`src/reads.mem`:
```
// packed read store, 64 bytes, four 2-bit symbols per byte
// symbol n of a byte sits at bits [2n+1:2n], a=0 c=1 g=2 t=3
1b e4 72 c9
3d 8a 56 f0
a7 19 c4 6e
52 bd 08 93
e1 4c 7a 2f
96 35 d8 0b
6c f2 47 a1
d4 8e 13 59
25 c7 b0 7d
f8 61 9a 3e
0d 54 e9 b6
8b 2a 76 c3
47 fd 15 60
b2 98 3f d1
79 0e a5 4b
c6 23 8f e7

```
`src/hw/acc_pkg.sv`:
```
//////////////////////////////////////////////////
// accelerator word layouts and sizes
//////////////////////////////////////////////////

package acc_pkg;

    // task queue
    localparam int TASK_DEPTH = 16;
    localparam int TASK_AW    = 4;

    // task word, msb first
    // rsvd[31:28] tag[27:24] start[23:16] len[15:8] spare[7:0]
    localparam int TASK_W         = 32;
    localparam int TASK_TAG_LSB   = 24;
    localparam int TASK_START_LSB = 16;
    localparam int TASK_LEN_LSB   = 8;

    // result word, msb first
    // valid[17] found[16] lo[15:8] hi[7:0]
    localparam int RES_W         = 18;
    localparam int RES_AW        = 4;
    localparam int RES_VALID_BIT = 17;
    localparam int RES_FOUND_BIT = 16;
    localparam int RES_LO_LSB    = 8;

    // occ flow control
    localparam int OCC_CREDITS = 2;
    localparam int CRED_W      = $clog2(OCC_CREDITS + 1);
    localparam int OCC_PTR_W   = $clog2(OCC_CREDITS);   // depth is a power of two

    // search controller states
    localparam int ST_W = 3;
    localparam logic [ST_W-1:0] ST_IDLE    = 3'd0;
    localparam logic [ST_W-1:0] ST_FETCH   = 3'd1;
    localparam logic [ST_W-1:0] ST_CREAD   = 3'd2;
    localparam logic [ST_W-1:0] ST_ISSUE   = 3'd3;
    localparam logic [ST_W-1:0] ST_COLLECT = 3'd4;
    localparam logic [ST_W-1:0] ST_UPDATE  = 3'd5;
    localparam logic [ST_W-1:0] ST_WRITE   = 3'd6;
    localparam logic [ST_W-1:0] ST_DONE    = 3'd7;

endpackage

```
`src/hw/fm_pkg.sv`:
```
//////////////////////////////////////////////////
// fm-index geometry and symbol coding
//////////////////////////////////////////////////

package fm_pkg;

    // symbols are two bits wide
    // a=0 c=1 g=2 t=3, same order as the c table
    localparam int SYM_W = 2;

    // bwt positions and interval bounds
    localparam int POS_W   = 8;
    localparam int REF_LEN = 255;   // bwt length, first upper bound

    // one occ word packs four counts, symbol a at bits [a*CNT_W +: CNT_W]
    localparam int CNT_W = 8;
    localparam int OCC_W = 4 * CNT_W;

    // read store holds four symbols per byte, lowest bits first
    localparam int RD_BYTES = 64;

    // c table has one entry per symbol
    localparam int C_ADDR_W = 2;

endpackage

```
`src/hw/fm_accel_top.sv`:
```
module fm_accel_top (
    input  logic                          clk,
    input  logic                          arst_n_i,
    input  logic                          start_i,
    output logic                          busy_o,
    output logic                          done_o,
    // host task loading
    input  logic                          task_we_i,
    input  logic [acc_pkg::TASK_AW-1:0]   task_waddr_i,
    input  logic [acc_pkg::TASK_W-1:0]    task_wdata_i,
    // host result read back
    input  logic [acc_pkg::RES_AW-1:0]    res_raddr_i,
    output logic [acc_pkg::RES_W-1:0]     res_rdata_o,
    // c memory, one cycle rom
    output logic                          c_ce_o,
    output logic [fm_pkg::C_ADDR_W-1:0]   c_addr_o,
    input  logic [fm_pkg::POS_W-1:0]      c_data_i,
    // occ memory, variable latency
    output logic                          occ_req_o,
    output logic [fm_pkg::POS_W-1:0]      occ_addr_o,
    input  logic [fm_pkg::OCC_W-1:0]      occ_data_i,
    input  logic                          occ_valid_i
);

    // controller <-> task queue
    logic                          q_re;
    logic                          q_empty;
    logic [acc_pkg::TASK_W-1:0]    task_word;

    // controller <-> read store
    logic [fm_pkg::POS_W-1:0]      pos;
    logic [fm_pkg::SYM_W-1:0]      sym;

    // controller <-> occ port
    logic                          occ_req;
    logic [fm_pkg::POS_W-1:0]      occ_addr;
    logic                          occ_can_req;
    logic                          occ_rsp_valid;
    logic [fm_pkg::OCC_W-1:0]      occ_rsp_data;
    logic                          occ_pop;

    // controller -> result file
    logic                          res_we;
    logic [acc_pkg::RES_AW-1:0]    res_waddr;
    logic [acc_pkg::RES_W-1:0]     res_wdata;

    search_fsm u_search_fsm (
        .clk             (clk),
        .arst_n_i        (arst_n_i),
        .start_i         (start_i),
        .q_empty_i       (q_empty),
        .task_i          (task_word),
        .sym_i           (sym),
        .c_data_i        (c_data_i),
        .occ_can_req_i   (occ_can_req),
        .occ_rsp_valid_i (occ_rsp_valid),
        .occ_rsp_data_i  (occ_rsp_data),
        .busy_o          (busy_o),
        .done_o          (done_o),
        .q_re_o          (q_re),
        .pos_o           (pos),
        .c_ce_o          (c_ce_o),
        .c_addr_o        (c_addr_o),
        .occ_req_o       (occ_req),
        .occ_addr_o      (occ_addr),
        .occ_pop_o       (occ_pop),
        .res_we_o        (res_we),
        .res_waddr_o     (res_waddr),
        .res_wdata_o     (res_wdata)
    );

    task_queue u_task_queue (
        .clk          (clk),
        .arst_n_i     (arst_n_i),
        .host_we_i    (task_we_i),
        .host_waddr_i (task_waddr_i),
        .host_wdata_i (task_wdata_i),
        .seq_re_i     (q_re),
        .empty_o      (q_empty),
        .task_o       (task_word)
    );

    result_regfile u_result_regfile (
        .clk      (clk),
        .arst_n_i (arst_n_i),
        .we_i     (res_we),
        .waddr_i  (res_waddr),
        .wdata_i  (res_wdata),
        .raddr_i  (res_raddr_i),
        .rdata_o  (res_rdata_o)
    );

    read_rom u_read_rom (
        .pos_i (pos),
        .sym_o (sym)
    );

    // credit gate in front of the external occ memory
    occ_credit_port u_occ_credit_port (
        .clk         (clk),
        .arst_n_i    (arst_n_i),
        .req_i       (occ_req),
        .addr_i      (occ_addr),
        .occ_data_i  (occ_data_i),
        .occ_valid_i (occ_valid_i),
        .pop_i       (occ_pop),
        .can_req_o   (occ_can_req),
        .occ_req_o   (occ_req_o),
        .occ_addr_o  (occ_addr_o),
        .rsp_valid_o (occ_rsp_valid),
        .rsp_data_o  (occ_rsp_data)
    );

endmodule

```
`src/hw/occ_credit_port.sv`:
```
module occ_credit_port (
    input  logic                       clk,
    input  logic                       arst_n_i,
    input  logic                       req_i,        // controller wants to issue
    input  logic [fm_pkg::POS_W-1:0]   addr_i,
    input  logic [fm_pkg::OCC_W-1:0]   occ_data_i,
    input  logic                       occ_valid_i,  // in-order answer from occ memory
    input  logic                       pop_i,        // controller consumes head answer
    output logic                       can_req_o,
    output logic                       occ_req_o,
    output logic [fm_pkg::POS_W-1:0]   occ_addr_o,
    output logic                       rsp_valid_o,
    output logic [fm_pkg::OCC_W-1:0]   rsp_data_o
);

    logic [acc_pkg::CRED_W-1:0]    credit_q;   // free slots, outstanding + buffered excluded
    logic [acc_pkg::CRED_W-1:0]    fill_q;     // answers waiting in fifo
    logic [acc_pkg::OCC_PTR_W-1:0] wr_ptr_q;
    logic [acc_pkg::OCC_PTR_W-1:0] rd_ptr_q;
    logic [fm_pkg::OCC_W-1:0]      rsp_mem [acc_pkg::OCC_CREDITS];
    logic                          do_pop;

    assign can_req_o   = (credit_q != '0);
    assign occ_req_o   = req_i & can_req_o;     // no credit, no request
    assign occ_addr_o  = addr_i;
    assign rsp_valid_o = (fill_q != '0);
    assign rsp_data_o  = rsp_mem[rd_ptr_q];
    assign do_pop      = pop_i & rsp_valid_o;   // ignore pops on empty fifo

    always_ff @(posedge clk or negedge arst_n_i) begin
        if (!arst_n_i) begin
            credit_q <= acc_pkg::CRED_W'(acc_pkg::OCC_CREDITS);
            fill_q   <= '0;
            wr_ptr_q <= '0;
            rd_ptr_q <= '0;
        end else begin
            // credit leaves on request, comes back when the entry is freed
            if (occ_req_o && !do_pop) credit_q <= credit_q - 1'b1;
            if (!occ_req_o && do_pop) credit_q <= credit_q + 1'b1;
            if (occ_valid_i && !do_pop) fill_q <= fill_q + 1'b1;
            if (!occ_valid_i && do_pop) fill_q <= fill_q - 1'b1;
            if (occ_valid_i) wr_ptr_q <= wr_ptr_q + 1'b1;   // wraps naturally
            if (do_pop) rd_ptr_q <= rd_ptr_q + 1'b1;
        end
    end

    // fifo storage, sized by credits so it never overflows
    always_ff @(posedge clk) begin
        if (occ_valid_i) rsp_mem[wr_ptr_q] <= occ_data_i;
    end

endmodule

```
`src/hw/read_rom.sv`:
```
module read_rom (
    input  logic [fm_pkg::POS_W-1:0] pos_i,   // symbol position in the store
    output logic [fm_pkg::SYM_W-1:0] sym_o
);

    logic [4*fm_pkg::SYM_W-1:0] rd_mem [fm_pkg::RD_BYTES];
    logic [4*fm_pkg::SYM_W-1:0] byte_sel;

    // packed reads, four symbols per byte
    initial begin
        $readmemh("/design/src/reads.mem", rd_mem);
    end

    assign byte_sel = rd_mem[pos_i[fm_pkg::POS_W-1:2]];                // pos / 4
    assign sym_o    = byte_sel[pos_i[1:0]*fm_pkg::SYM_W +: fm_pkg::SYM_W]; // low field first

endmodule

```
`src/hw/result_regfile.sv`:
```
module result_regfile (
    input  logic                        clk,
    input  logic                        arst_n_i,
    input  logic                        we_i,      // from search controller
    input  logic [acc_pkg::RES_AW-1:0]  waddr_i,   // result tag
    input  logic [acc_pkg::RES_W-1:0]   wdata_i,
    input  logic [acc_pkg::RES_AW-1:0]  raddr_i,   // host read address
    output logic [acc_pkg::RES_W-1:0]   rdata_o
);

    // valid kept apart so reset can clear it alone
    logic [2**acc_pkg::RES_AW-1:0]    valid_q;
    logic [acc_pkg::RES_VALID_BIT-1:0] word_mem [2**acc_pkg::RES_AW];   // found, lo, hi

    always_ff @(posedge clk or negedge arst_n_i) begin
        if (!arst_n_i) begin
            valid_q <= '0;
        end else if (we_i) begin
            valid_q[waddr_i] <= wdata_i[acc_pkg::RES_VALID_BIT];
        end
    end

    always_ff @(posedge clk) begin
        if (we_i) word_mem[waddr_i] <= wdata_i[acc_pkg::RES_VALID_BIT-1:0];
        rdata_o <= {valid_q[raddr_i], word_mem[raddr_i]};   // one cycle read
    end

endmodule

```
`src/hw/search_fsm.sv`:
```
module search_fsm (
    input  logic                          clk,
    input  logic                          arst_n_i,
    input  logic                          start_i,
    // task queue
    input  logic                          q_empty_i,
    input  logic [acc_pkg::TASK_W-1:0]    task_i,
    // read store
    input  logic [fm_pkg::SYM_W-1:0]      sym_i,
    // c memory
    input  logic [fm_pkg::POS_W-1:0]      c_data_i,
    // occ credit port
    input  logic                          occ_can_req_i,
    input  logic                          occ_rsp_valid_i,
    input  logic [fm_pkg::OCC_W-1:0]      occ_rsp_data_i,
    output logic                          busy_o,
    output logic                          done_o,
    output logic                          q_re_o,
    output logic [fm_pkg::POS_W-1:0]      pos_o,
    output logic                          c_ce_o,
    output logic [fm_pkg::C_ADDR_W-1:0]   c_addr_o,
    output logic                          occ_req_o,
    output logic [fm_pkg::POS_W-1:0]      occ_addr_o,
    output logic                          occ_pop_o,
    // result file
    output logic                          res_we_o,
    output logic [acc_pkg::RES_AW-1:0]    res_waddr_o,
    output logic [acc_pkg::RES_W-1:0]     res_wdata_o
);

    logic [acc_pkg::ST_W-1:0]  state_q;
    logic [fm_pkg::POS_W-1:0]  step_q;     // symbols already consumed
    logic                      lo_sent_q;  // lo request out, hi is next
    logic                      lo_got_q;   // lo answer already taken
    logic                      found_q;
    logic                      c_ce_q;     // c data arrives this cycle

    logic [fm_pkg::POS_W-1:0]  lo_q;
    logic [fm_pkg::POS_W-1:0]  hi_q;
    logic [fm_pkg::POS_W-1:0]  c_q;
    logic [fm_pkg::SYM_W-1:0]  sym_q;

    // task fields, task_i stays put until the next fetch
    logic [fm_pkg::POS_W-1:0]   t_start;
    logic [fm_pkg::POS_W-1:0]   t_len;
    logic [acc_pkg::RES_AW-1:0] t_tag;
    logic [fm_pkg::CNT_W-1:0]   occ_cnt;

    assign t_start = task_i[acc_pkg::TASK_START_LSB +: fm_pkg::POS_W];
    assign t_len   = task_i[acc_pkg::TASK_LEN_LSB +: fm_pkg::POS_W];
    assign t_tag   = task_i[acc_pkg::TASK_TAG_LSB +: acc_pkg::RES_AW];
    assign occ_cnt = occ_rsp_data_i[sym_q*fm_pkg::CNT_W +: fm_pkg::CNT_W];   // count of symbol a

    //////////////////////////////////////////////////
    // outputs
    //////////////////////////////////////////////////

    assign busy_o     = (state_q != acc_pkg::ST_IDLE);
    assign done_o     = (state_q == acc_pkg::ST_DONE);
    assign q_re_o     = (state_q == acc_pkg::ST_FETCH) && !q_empty_i;
    assign pos_o      = t_start + t_len - 1'b1 - step_q;   // walk from last symbol down
    assign c_ce_o     = (state_q == acc_pkg::ST_CREAD);
    assign c_addr_o   = sym_i;
    assign occ_req_o  = (state_q == acc_pkg::ST_ISSUE) && occ_can_req_i;
    assign occ_addr_o = lo_sent_q ? hi_q : lo_q;           // lo first, then hi
    assign occ_pop_o  = (state_q == acc_pkg::ST_COLLECT) && occ_rsp_valid_i;
    assign res_we_o   = (state_q == acc_pkg::ST_WRITE);
    assign res_waddr_o = t_tag;

    always_comb begin
        res_wdata_o = '0;
        res_wdata_o[acc_pkg::RES_VALID_BIT]             = 1'b1;
        res_wdata_o[acc_pkg::RES_FOUND_BIT]             = found_q;
        res_wdata_o[acc_pkg::RES_LO_LSB +: fm_pkg::POS_W] = lo_q;
        res_wdata_o[0 +: fm_pkg::POS_W]                 = hi_q;
    end

    //////////////////////////////////////////////////
    // control
    //////////////////////////////////////////////////

    always_ff @(posedge clk or negedge arst_n_i) begin
        if (!arst_n_i) begin
            state_q   <= acc_pkg::ST_IDLE;
            step_q    <= '0;
            lo_sent_q <= 1'b0;
            lo_got_q  <= 1'b0;
            found_q   <= 1'b0;
            c_ce_q    <= 1'b0;
        end else begin
            c_ce_q <= c_ce_o;
            case (state_q)
                acc_pkg::ST_IDLE: begin
                    if (start_i) state_q <= acc_pkg::ST_FETCH;   // only taken when idle
                end
                acc_pkg::ST_FETCH: begin
                    step_q  <= '0;
                    state_q <= q_empty_i ? acc_pkg::ST_DONE : acc_pkg::ST_CREAD;
                end
                acc_pkg::ST_CREAD: begin
                    state_q <= acc_pkg::ST_ISSUE;
                end
                acc_pkg::ST_ISSUE: begin
                    // waits here while out of credits
                    if (occ_req_o) begin
                        lo_sent_q <= !lo_sent_q;
                        if (lo_sent_q) state_q <= acc_pkg::ST_COLLECT;
                    end
                end
                acc_pkg::ST_COLLECT: begin
                    if (occ_pop_o) begin
                        lo_got_q <= !lo_got_q;
                        if (lo_got_q) state_q <= acc_pkg::ST_UPDATE;   // second answer is hi
                    end
                end
                acc_pkg::ST_UPDATE: begin
                    if (lo_q >= hi_q) begin
                        found_q <= 1'b0;   // interval empty, stop early
                        state_q <= acc_pkg::ST_WRITE;
                    end else if (step_q == t_len - 1'b1) begin
                        found_q <= 1'b1;
                        state_q <= acc_pkg::ST_WRITE;
                    end else begin
                        step_q  <= step_q + 1'b1;
                        state_q <= acc_pkg::ST_CREAD;
                    end
                end
                acc_pkg::ST_WRITE: begin
                    state_q <= acc_pkg::ST_FETCH;   // next task or drain
                end
                default: begin
                    state_q <= acc_pkg::ST_IDLE;    // done lasts one cycle
                end
            endcase
        end
    end

    //////////////////////////////////////////////////
    // interval datapath
    //////////////////////////////////////////////////

    always_ff @(posedge clk) begin
        if (state_q == acc_pkg::ST_FETCH) begin
            lo_q <= '0;
            hi_q <= fm_pkg::POS_W'(fm_pkg::REF_LEN);
        end
        if (state_q == acc_pkg::ST_CREAD) sym_q <= sym_i;
        if (c_ce_q) c_q <= c_data_i;   // one cycle after ce
        // hi request already went out, so lo can move at once
        if (occ_pop_o) begin
            if (lo_got_q) hi_q <= c_q + occ_cnt;
            else          lo_q <= c_q + occ_cnt;
        end
    end

endmodule

```
`src/hw/task_queue.sv`:
```
module task_queue (
    input  logic                         clk,
    input  logic                         arst_n_i,
    // host random write port
    input  logic                         host_we_i,
    input  logic [acc_pkg::TASK_AW-1:0]  host_waddr_i,
    input  logic [acc_pkg::TASK_W-1:0]   host_wdata_i,
    // controller side, sequential read
    input  logic                         seq_re_i,
    output logic                         empty_o,
    output logic [acc_pkg::TASK_W-1:0]   task_o
);

    logic [acc_pkg::TASK_W-1:0] task_mem [acc_pkg::TASK_DEPTH];

    // one extra bit so a full wrap is not seen as empty
    logic [acc_pkg::TASK_AW:0] wr_cnt_q;   // writes since reset
    logic [acc_pkg::TASK_AW:0] rd_ptr_q;   // next task to hand out

    assign empty_o = (rd_ptr_q == wr_cnt_q);

    always_ff @(posedge clk or negedge arst_n_i) begin
        if (!arst_n_i) begin
            wr_cnt_q <= '0;
            rd_ptr_q <= '0;
        end else begin
            if (host_we_i) wr_cnt_q <= wr_cnt_q + 1'b1;
            if (seq_re_i && !empty_o) rd_ptr_q <= rd_ptr_q + 1'b1;
        end
    end

    //////////////////////////////////////////////////
    // storage and registered read
    //////////////////////////////////////////////////

    always_ff @(posedge clk) begin
        if (host_we_i) task_mem[host_waddr_i] <= host_wdata_i;
        // held until the next sequential read
        if (seq_re_i) task_o <= task_mem[rd_ptr_q[acc_pkg::TASK_AW-1:0]];
    end

endmodule

```
`config.mk`:
```
export PLATFORM = sky130hd
export DESIGN_NAME = fm_accel_top
export DESIGN_NICKNAME = d
export VERILOG_FILES = /design/src/hw/acc_pkg.sv /design/src/hw/fm_pkg.sv /design/src/hw/fm_accel_top.sv /design/src/hw/occ_credit_port.sv /design/src/hw/read_rom.sv /design/src/hw/result_regfile.sv /design/src/hw/search_fsm.sv /design/src/hw/task_queue.sv
export SDC_FILE = /design/constraint.sdc
export NUM_CORES = 1
export LEC_CHECK = 0
export BUFFER_PORTS_ARGS = -buffer_cell sky130_fd_sc_hd__buf_2
export CORE_MARGIN = 10
export CORE_UTILIZATION = 55
export CTS_CLUSTER_SIZE = 14
export DETAILED_ROUTE_END_ITERATION = 12
export PLACE_DENSITY = 0.73
export SLEW_MARGIN = 20
export SYNTH_ARGS = -nofsm -noshare
export SYNTH_HDL_FRONTEND = slang
export SYNTH_SLANG_ARGS = --single-unit
```
`constraint.sdc`:
```
create_clock -name clk -period 3.6 [get_ports clk]
set_input_delay 0.54 -clock clk [delete_from_list [all_inputs] [get_ports clk]]
set_output_delay 0.54 -clock clk [all_outputs]
set_load 0.03 [all_outputs]
```
==> results of run 1 <==
[area by class of cell]
cell class / instances / area [sq um]
clock inverters: 40 / 422
multi-input cells: 454 / 5520
repair buffers: 132 / 886
clock buffers: 68 / 1520
flip-flops and latches: 581 / 16900
inverters: 19 / 71.3
diodes: 1 / 2.50
fillers: 2751 / 14800
well taps: 532 / 666
[sequential cells by signal (all words and copies together) (netlist names)]
signal / count
u_task_queue.task_o: 12
u_search_fsm.found_q: 1
u_occ_credit_port.fill_q: 2
u_task_queue.wr_cnt_q: 5
u_occ_credit_port.rsp_mem: 16
u_search_fsm.c_q: 8
u_search_fsm.lo_got_q: 1
u_search_fsm.hi_q: 8
u_search_fsm.lo_q: 8
u_occ_credit_port.rd_ptr_q: 1
u_search_fsm.c_ce_q: 1
u_search_fsm.lo_sent_q: 1
u_occ_credit_port.credit_q: 2
u_search_fsm.state_q: 3
u_result_regfile.rdata_o: 18
u_task_queue.rd_ptr_q: 5
u_search_fsm.step_q: 8
u_task_queue.task_mem: 192
u_result_regfile.word_mem: 272
u_result_regfile.valid_q: 16
u_occ_credit_port.wr_ptr_q: 1
[critical path: stages, from the launching register on]
cell      delay (ns)
dfrtp_1         0.59
mux2i_1         0.40
inv_1           0.09
ha_1            0.27
a21o_1          0.18
a21oi_1         0.22
o21bai_1        0.12
a211o_1         0.30
a31oi_1         0.19
xnor2_1         0.19
o21ai_1         0.10
[metrics by stage]
stage          hold slack (ns)  setup WS, ns
6_report                 0.107         0.825
5_1_grt                 0.0807         0.558
4_1_cts                 0.0794         0.807
3_5_place_dp             0.447         0.824
3_3_place_gp             0.442         0.802
2_1_floorplan            0.244         0.716
[cells in the mapped netlist, types with 15 or more instances]
cell type | number | area, sq um
nand2_1 | 28 | 105
dfxtp_1 | 34 | 681
mux4_2 | 150 | 3380
dfrtp_1 | 46 | 1150
xnor2_1 | 25 | 219
xor2_1 | 17 | 149
clkbuf_1 | 29 | 109
nor2_1 | 50 | 188
ha_1 | 21 | 263
edfxtp_1 | 500 | 15000
inv_1 | 17 | 63.8
o21ai_1 | 16 | 80.1
buf_2 | 15 | 75.1
[how the worst max path moves through the flow]
stage	from	to	cells past startpoint
after global placement	u_occ_credit_port.rd_ptr_q	u_search_fsm.lo_q[7]	10
after detailed placement	u_occ_credit_port.rd_ptr_q	u_search_fsm.lo_q[7]	10
after global routing	u_occ_credit_port.rd_ptr_q	u_search_fsm.lo_q[7]	10
final	u_occ_credit_port.rd_ptr_q	u_search_fsm.lo_q[7]	10
after floorplan	u_search_fsm.state_q[1]	u_result_regfile.word_mem[0][0]	5
after CTS	u_occ_credit_port.rd_ptr_q	u_search_fsm.lo_q[7]	10
[routing by layer]
layer | vias up | track usage
met3 | 86 | 0.0394
met2 | 326 | 0.323
li1 | 4748 | -
met1 | 5661 | 0.236
met5 | - | 0
met4 | 2 | 0.0650
[cells in the final DEF, fill, tap and decap left out, types with 3 or more instances in the layout]
master      count
edfxtp_1      500
mux4_2        150
buf_2          68
clkbuf_16      59
buf_4          58
dfrtp_1        44
nor2_1         38
dfxtp_1        34
nand2_1        28
xnor2_1        25
ha_1           21
inv_1          17
xor2_1         17
o21ai_1        16
mux2_2         14
nand3_1        14
or2_2          14
clkinv_1       14
nor2_2         12
o21ai_0        11
a21oi_1        11
nor3_2          9
clkinv_2        9
clkbuf_1        8
bufinv_16       8
nand2b_1        7
nand4_1         6
nor3_1          5
clkinvlp_4      5
buf_12          5
or3_1           4
or2_1           4
mux2i_1         3
a31oi_1         3
nand3b_1        3
o211ai_1        3
[cell families after synthesis]
family	after synthesis
other cells	1
xor+xnor	42
simple gates	157
compound gates	63
flops	581
fa+ha+maj	22
buf+inv	69
mux	168
[power groups by stage]
| stage | logic, W | clock network [W] | registers [W] |
|---|---|---|---|
| after floorplan | 0.00272 | 0 | 0.00879 |
| after global routing | 0.00412 | 0.00650 | 0.00889 |
| after global placement | 0.00375 | 0 | 0.00890 |
| after CTS | 0.00386 | 0.00621 | 0.00880 |
| final | 0.00379 | 0.00611 | 0.00880 |
| after detailed placement | 0.00384 | 0 | 0.00894 |
==> summary.txt, run 1 <==
Placed design
  – Port bufs: 70
  – Placed Area: 0.0240 sq mm
  – HPWL after detailed placement: 27,500 microns
  – Placed cells: 1,717
  – GP Congestion: 0.789

Routing
  – DR iter-0 viols: 792
  – Wire length on met3: 2540 microns
  – Drt drc: 0
  – Via count: 10,823
  – Routed wire per std cell: 25.3 microns
  – Metal1 wirelength: 18,100 microns
  – Top layer used by detailed routing: met5
  – Antenna Nets Post-Route: 0
  – Final WL: 46,200 microns
  – TritonRoute pass-1 iters: 5
  – Vias per cell: 5.92
  – Met2 wire len: 24,300 microns

Logic synthesis
  – Asr flop ratio synth: 0.0809
  – Mux cell area share after synthesis: 0.158
  – Xor-xnor portion of the synthesized cell area: 0.0163
  – Seq/Total Area, Yosys: 0.746
  – Synth Area in Adders: 0.0125
  – Yosys cell types: 60
  – Complex-gate fraction of the synthesized area: 0.0185
  – Synth Area per Inst: 20.5 sq um
  – Mapped Cells: 1,103
  – Prevailing post-synth register cell: edfxtp_1
  – Number of synthesized register bits: 581
  – Yosys warns: 0
  – Largest family of logic cells by synthesized area: multiplexers
  – Synth Area in Simple Gates: 0.0351
  – EDFF count, synth: 500
  – Post-Syn Area: 0.0226 sq mm

Timing
  – Worst slew margin: 0.360
  – Max Fclk: 360 MHz
  – Fin. Hold Viols: 0
  – Min cycle time layout: 2.77 ns
  – Setup TNS: 0 ns
  – Period utilization: 0.771
  – Clock skew: 0.0222 ns
  – RSZ-0062 raised after global routing: false
  – # setup viols final: 0
  – Pins Over Slew Limit: 0
  – Worst slew pin tran: 0.957 ns

Finish
  – Post-route cell area: 0.0260 sq mm
  – Non-filler instance count after layout: 1,827
  – Share of layout cells above drive strength 1: 0.332
  – Final core occ: 0.637
  – Area Overhead vs Synth: 14.9%
  – Final #Nets: 1,353

Global route
  – Vias in the first global route: 11,682
  – Total track usage: 0.189
  – Initial antenna violation count: 2
  – Global-route wire length before repair: 71,100 microns
  – Remaining Overflow, GRT: 0
  – Largest net degree at the start of global routing: 48

Hold path
  – Min-delay src: c_data_i[7]
  – Hold Path End: u_search_fsm.c_q[7]
  – Worst Hold Depth: 1
  – Hold Path Class: primary input to flop

Floorplanning
  – IO Count: 117
  – Vert. Die Dim: 223 microns
  – Core area: 0.0407 sq mm
  – Initial Utilization: 0.555
  – Die area: 0.0496 sq mm
  – Die W: 223 microns
  – Row count: 74

Setup path
  – Crit path launch type: flop
  – Crit path capture type: flop
  – Worst R2R Setup Slack: 0.83 ns
  – R2r endpoint: u_search_fsm.lo_q[7]
  – Max FO, Critical Path: 9
  – R2R depth: 10
  – WP data arrival: 3.25 ns
  – WS Path Type: flop to flop
  – Reg-to-reg critical path startpoint: u_occ_credit_port.rd_ptr_q
  – Worst EP required: 4.08 ns

Flow run
  – Number of max-cap violations: 0

Power
  – Peak VDD IR: 0.444 mV
  – Clock share of power: 0.327
  – Sequential power share: 0.471
  – Power density cells: 720 mW/mm^2
  – Total power: 0.0187 W
  – Leakage: 8.85 nW
  – P_sw: 0.00514 W
  – Internal cell power: 0.0136 W
  – Combinational power share: 0.202
  – Sw Share: 0.275

Clock network
  – Number of clock sinks: 581
  – Root buf cell: clkbuf_16
  – H-tree levels: 2
  – CTS tree: yes
  – Clk pin slew, worst setup/hold paths: 0.06 ns
  – CTS Buffer Depth: 3
  – Post-CTS Hold Buffers: 0
  – Worst-skew pair later-pin latency: 0.62 ns
  – Setup bufs post-CTS: 0
  – Post-cts gate resize count: 0
  – CTS Buf Count: 58

Outcome
  – Status: finished clean
Note: power is estimated with default switching activity, not from simulation.
==> inputs of run 2 (changes only) <==
- ABC_AREA: unset -> 1
- PLACE_DENSITY: 0.73 -> 0.76
- clock period: 3.6 -> 2.45 ns (I/O delays scaled with it)
==> summary.txt, run 2 <==
Outcome
  – Status: finished clean

Logic synthesis
  – Mapped Cells: 1,830
  – Number of synthesized register bits: 581
  – Asr flop ratio synth: 0.0809
  – Count leader, synth: edfxtp_1
  – Post-Syn Area: 0.0236 sq mm
  – Yosys warns: 0
  – Largest cells by area after synthesis: edfxtp_1, dfrtp_1, o21ai_0
  – EDFF count, synth: 500
  – Commonest cells post-synth: edfxtp_1, o21ai_0, nor2_1
  – Seq/Total Area, Yosys: 0.714
  – Synth Area per Inst: 12.9 sq um
  – Prevailing post-synth register cell: edfxtp_1
  – Yosys cell types: 43
  – Synth top area share: 0.636
  – Post-synth top area cell: edfxtp_1

Finish
  – Most frequent cells in the layout: edfxtp_1, o21ai_0, nand2_1
  – Final #Nets: 2,069
  – Share of layout cells above drive strength 1: 0.144
  – Final core occ: 0.642
  – Leading cell type in the layout, fill and taps excluded: edfxtp_1
  – N_diodes: 0
  – Area Overhead vs Synth: 14.8%
  – Largest register by flop count: u_result_regfile.word_mem
  – Sequential Area: 0.0169 sq mm
  – Largest regs: u_result_regfile.word_mem x272, u_task_queue.task_mem x192, u_result_regfile.rdata_o x18
  – Multi-input logic area: 0.00579 sq mm
  – Max FFs per register: 272
  – Fill count: 2,964

Clock network
  – Clk pin slew, worst setup/hold paths: 0.06 ns
  – Number of clock sinks: 581
  – CTS Buffer Depth: 3
  – CTS tree: yes
  – CTS Buf Count: 56
  – Setup bufs post-CTS: 0
  – H-tree levels: 2
  – Worst-skew pair later-pin latency: 0.60 ns
  – Root buf cell: clkbuf_16

Floorplanning
  – Die area: 0.0516 sq mm
  – Row count: 75
  – Initial Utilization: 0.559
  – Die W: 227 microns
  – IO Count: 117
  – Vert. Die Dim: 227 microns
  – Core area: 0.0422 sq mm

Routing
  – Vias per cell: 5.77
  – Antenna Nets Post-Route: 0
  – Via count: 14,698
  – DR iter-0 viols: 1,467
  – Final WL: 52,300 microns
  – Drt drc: 0
  – TritonRoute pass-1 iters: 6
  – Routed wire per std cell: 20.5 microns

Timing
  – Worst slew pin tran: 1.04 ns
  – Hold Slack: 0.142 ns
  – Max Fclk: 437 MHz
  – Fin. Hold Viols: 0
  – Pins Over Slew Limit: 0
  – Worst slew margin: 0.302
  – Min cycle time layout: 2.29 ns
  – Clock skew: 0.0222 ns
  – # setup viols final: 0
  – Fin worst setup slack: 0.161 ns
  – Setup TNS: 0 ns
  – RSZ-0062 raised after global routing: false
  – Period utilization: 0.934

Setup path
  – Crit path launch type: flop
  – Worst Setup SP: u_search_fsm.state_q[0]
  – WP data arrival: 1.92 ns
  – Crit path capture type: output port
  – WS Path Type: flop to output port
  – Reg-to-reg critical path startpoint: u_occ_credit_port.rd_ptr_q
  – Worst EP required: 2.08 ns
  – Max FO, Critical Path: 6

Placed design
  – Port bufs: 70
  – GP Congestion: 0.821
  – Pre-CTS setup slack: 0.217 ns
  – HPWL after detailed placement: 31,300 microns

Power
  – Total power: 0.0205 W
  – Leakage: 10.3 nW
  – Clock share of power: 0.417
  – Combinational power share: 0.046
  – P_sw: 0.00429 W
  – Sequential power share: 0.536
  – Power density cells: 756 mW/mm^2
  – Internal cell power: 0.0162 W
  – Peak VDD IR: 0.770 mV
  – Sw Share: 0.209

Flow run
  – Number of max-cap violations: 0

Hold path
  – Hold Path Class: primary input to flop
  – Min-delay src: task_we_i

Global route
  – Vias in the first global route: 14,501
  – Remaining Overflow, GRT: 0
  – Largest net degree at the start of global routing: 99
  – Initial antenna violation count: 0
  – Total track usage: 0.202
  – Global-route wire length before repair: 81,000 microns
## run 2: routing by layer
layer,share of wire,GRT usage
met5,0,0
met4,0.024,0.0684
met2,0.50,0.339
met1,0.41,0.264
met3,0.073,0.0337
## run 2: path summary, 6_finish.rpt
check                                         endpoint  slack, ns  cells past startpoint
max in group asynchronous  u_result_regfile.valid_q[3]       1.57                      3
min in group asynchronous   u_occ_credit_port.wr_ptr_q       0.25                      2
setup / recovery                             occ_req_o       0.16                      5
hold reg to reg            u_result_regfile.valid_q[6]       0.47                      2
setup reg to reg                  u_search_fsm.hi_q[6]       0.24                     11
hold / removal                u_task_queue.wr_cnt_q[0]       0.14                      2
## run 2: metrics by stage
| step | cell area, sq um | std cells |
|---|---|---|
| after detailed placement | 25100 | 2425 |
| after floorplan | 23600 | 1831 |
| after global routing | 27100 | 2548 |
| final | 27100 | 2548 |
| after CTS | 27100 | 2548 |
| after global placement | 25100 | 2425 |
## run 2: worst max-delay path: stages (launching register included)
cell     delay [ns]
dfrtp_1        0.46
nand2_1        0.10
nor2_1         0.17
inv_1          0.06
nor2_1         0.26
buf_2          0.27
## run 2: power by group through the flow
stage          logic [W]  registers, W  clock network, W
3_3_place_gp    0.000890        0.0112                 0
5_1_grt          0.00105        0.0110           0.00900
4_1_cts         0.000950        0.0110           0.00865
2_1_floorplan   0.000565        0.0112                 0
3_5_place_dp    0.000920        0.0112                 0
6_report        0.000950        0.0110           0.00855
## run 2: repair_timing
| action | 4_1_cts | 5_1_grt |
|---|---|---|
| resized for setup | 0 | 4 |
| hold buffers | 18 | 0 |
| endpoints found under the setup margin | 0 | 2 |
| endpoints found under the hold margin | 42 | 0 |
## run 2: logic make-up (layout without fill, tap and decap cells)
kind of cell | count (synthesis) | after routing | share of synthesized area
flip-flops | 581 | 581 | 0.714
AND/OR/NAND/NOR | 439 | 439 | 0.0808
AO/OA/AOI/OAI | 436 | 436 | 0.106
buffers and inverters | 244 | 422 | 0.0429
multiplexers | 74 | 74 | 0.0317
XOR/XNOR | 33 | 33 | 0.0122
adder cells (fa/ha/maj) | 22 | 22 | 0.0120
other | 1 | 2 | 0.000159
## run 2: final cells by class
cell class	instances	area share
clock inverters	34	0.0108
multi-input cells	1006	0.213
flip-flops and latches	581	0.622
repair buffers	165	0.0494
well taps	539	0.0249
inverters	152	0.0210
clock buffers	71	0.0580
==> inputs of run 3 (changes only) <==
- CORE_ASPECT_RATIO: unset -> 1.25
==> summary.txt, run 3 (synthesized netlist as in run 2, its figures left out) <==
Timing
  – Min cycle time layout: 2.39 ns
  – Pins Over Slew Limit: 0
  – Worst slew margin: 0.298
  – Hold Slack: 0.148 ns
  – Max Fclk: 418 MHz
  – # setup viols final: 0
  – Period utilization: 0.977
  – RSZ-0062 raised after global routing: true
  – Fin worst setup slack: 0.0561 ns
  – Worst slew pin tran: 1.05 ns
  – Fin. Hold Viols: 0
  – Clock skew: 0.0277 ns

Routing
  – Via count: 14,888
  – Antenna Nets Post-Route: 0
  – Routed wire per std cell: 20.9 microns
  – Drt drc: 0
  – Vias per cell: 5.80
  – DR iter-0 viols: 1,218
  – Final WL: 53,700 microns
  – TritonRoute pass-1 iters: 5

Setup path
  – WP data arrival: 2.03 ns
  – CP peak stage delay: 0.50 ns
  – WP buf/inv: 2
  – Crit path launch type: flop
  – Cell family contributing the most delay on the critical path: buffers and inverters
  – Worst EP required: 2.08 ns
  – Cell breakdown of the critical path: inv_1, o21ai_0, buf_2
  – Critical-path top delay cell: o21ai_0
  – Crit path capture type: output port
  – Max FO, Critical Path: 15
  – WS Path Type: flop to output port

Global route
  – Largest net degree at the start of global routing: 99
  – Remaining Overflow, GRT: 0
  – Total track usage: 0.206
  – Global-route wire length before repair: 83,400 microns
  – Vias in the first global route: 15,065
  – Initial antenna violation count: 2

Finish
  – Leading cell type in the layout, fill and taps excluded: edfxtp_1
  – Largest regs: u_result_regfile.word_mem x272, u_task_queue.task_mem x192, u_result_regfile.rdata_o x18
  – Max FFs per register: 272
  – Post-route cell area: 0.0270 sq mm
  – Final #Nets: 2,066
  – Non-filler instance count after layout: 2,565
  – Area Overhead vs Synth: 14.4%
  – Fill count: 2,990
  – Most frequent cells in the layout: edfxtp_1, o21ai_0, nand2_1
  – Share of layout cells above drive strength 1: 0.141
  – Largest register by flop count: u_result_regfile.word_mem

Floorplanning
  – Die area: 0.0517 sq mm
  – IO Count: 117
  – Core area: 0.0423 sq mm
  – Vert. Die Dim: 252 microns
  – Die W: 205 microns
  – Row count: 84
  – Initial Utilization: 0.559

Flow run
  – Number of max-cap violations: 0

Clock network
  – Setup bufs post-CTS: 0
  – Root buf cell: clkbuf_16
  – CTS Buffer Depth: 3
  – Clk pin slew, worst setup/hold paths: 0.06 ns
  – H-tree levels: 2
  – Number of clock sinks: 581
  – CTS tree: yes
  – CTS Buf Count: 54
  – Worst-skew pair later-pin latency: 0.59 ns

Placed design
  – Placed Area: 0.0251 sq mm
  – Placed cells: 2,444
  – Port bufs: 70
  – GP Congestion: 0.854
  – Pre-CTS setup slack: 0.229 ns
  – HPWL after detailed placement: 32,600 microns

Power
  – Power density cells: 747 mW/mm^2
  – Peak VDD IR: 0.730 mV
  – Total power: 0.0202 W
  – Leakage: 10.2 nW

Outcome
  – Status: finished clean

Hold path
  – Hold Path Class: primary input to flop
[run 3: changes by cell type in the layout (fill, tap and decap cells not counted), sizes merged]
cell | previous run | this run
buf | 147 | 146
clkinv | 28 | 22
clkinvlp | 0 | 2
diode | 0 | 2
[run 3: what timing repair did]
item	4_1_cts	5_1_grt
hold endpoints to repair	71	0
setup endpoints to repair	2	2
gates resized for setup	2	1
hold buffers	18	0
[run 3: power breakdown]
group          switching, W  internal (W)  leakage [nW]
registers          0.000108        0.0109          5.86
clock network       0.00353       0.00470         0.863
logic              0.000612      0.000344          3.46
[run 3: final timing paths]
kind / startpoint / endpoint / depth (start not counted) / slack [ns]
worst min register to register: u_result_regfile.valid_q[6] / u_result_regfile.valid_q[6] / 2 / 0.46
max in group asynchronous: arst_n_i / u_task_queue.rd_ptr_q[0] / 3 / 1.57
min in group asynchronous: arst_n_i / u_result_regfile.valid_q[2] / 3 / 0.42
worst max-delay path: u_search_fsm.lo_sent_q / occ_addr_o[1] / 3 / 0.06
worst min-delay path: task_wdata_i[13] / u_task_queue.task_mem[12][13] / 1 / 0.15
worst max register to register: u_occ_credit_port.rd_ptr_q / u_search_fsm.hi_q[7] / 11 / 0.19
[run 3: area by class of cell]
type | instances | area, sq um | area share
multi-input combinational | 1006 | 5770 | 0.214
inverter | 152 | 571 | 0.0211
timing repair buffer | 164 | 1330 | 0.0493
tap | 559 | 699 | 0.0259
antenna | 2 | 5.00 | 0.000185
clock buffer | 71 | 1490 | 0.0550
sequential | 581 | 16900 | 0.625
clock inverter | 30 | 267 | 0.00987
[run 3: layer usage]
metal  GRT usage  vias up  wire (microns)
li1            -     6875               -
met1       0.231     7310           19500
met2       0.382      575           28900
met3      0.0349      128            3410
met4      0.0797        0            1800
met5           0        -               0
[run 3: through the flow]
step	setup TNS [ns]	utilization
after floorplan	0	-
after global placement	0	0.593
after detailed placement	0	0.593
after CTS	0	0.639
after global routing	-0.0437	0.639
final	0	0.639
[run 3: worst register-to-register path: stages, from the launching register on]
cell and delay [ns]:
dfrtp_1 0.35, buf_4 0.18, mux2_2 0.35, ha_1 0.34, a21oi_1 0.21, nand2_1 0.11, nand2_1 0.07, o211ai_1 0.09
xor2_1 0.20, nand2_1 0.08, o21ai_0 0.10, inv_1 0.07
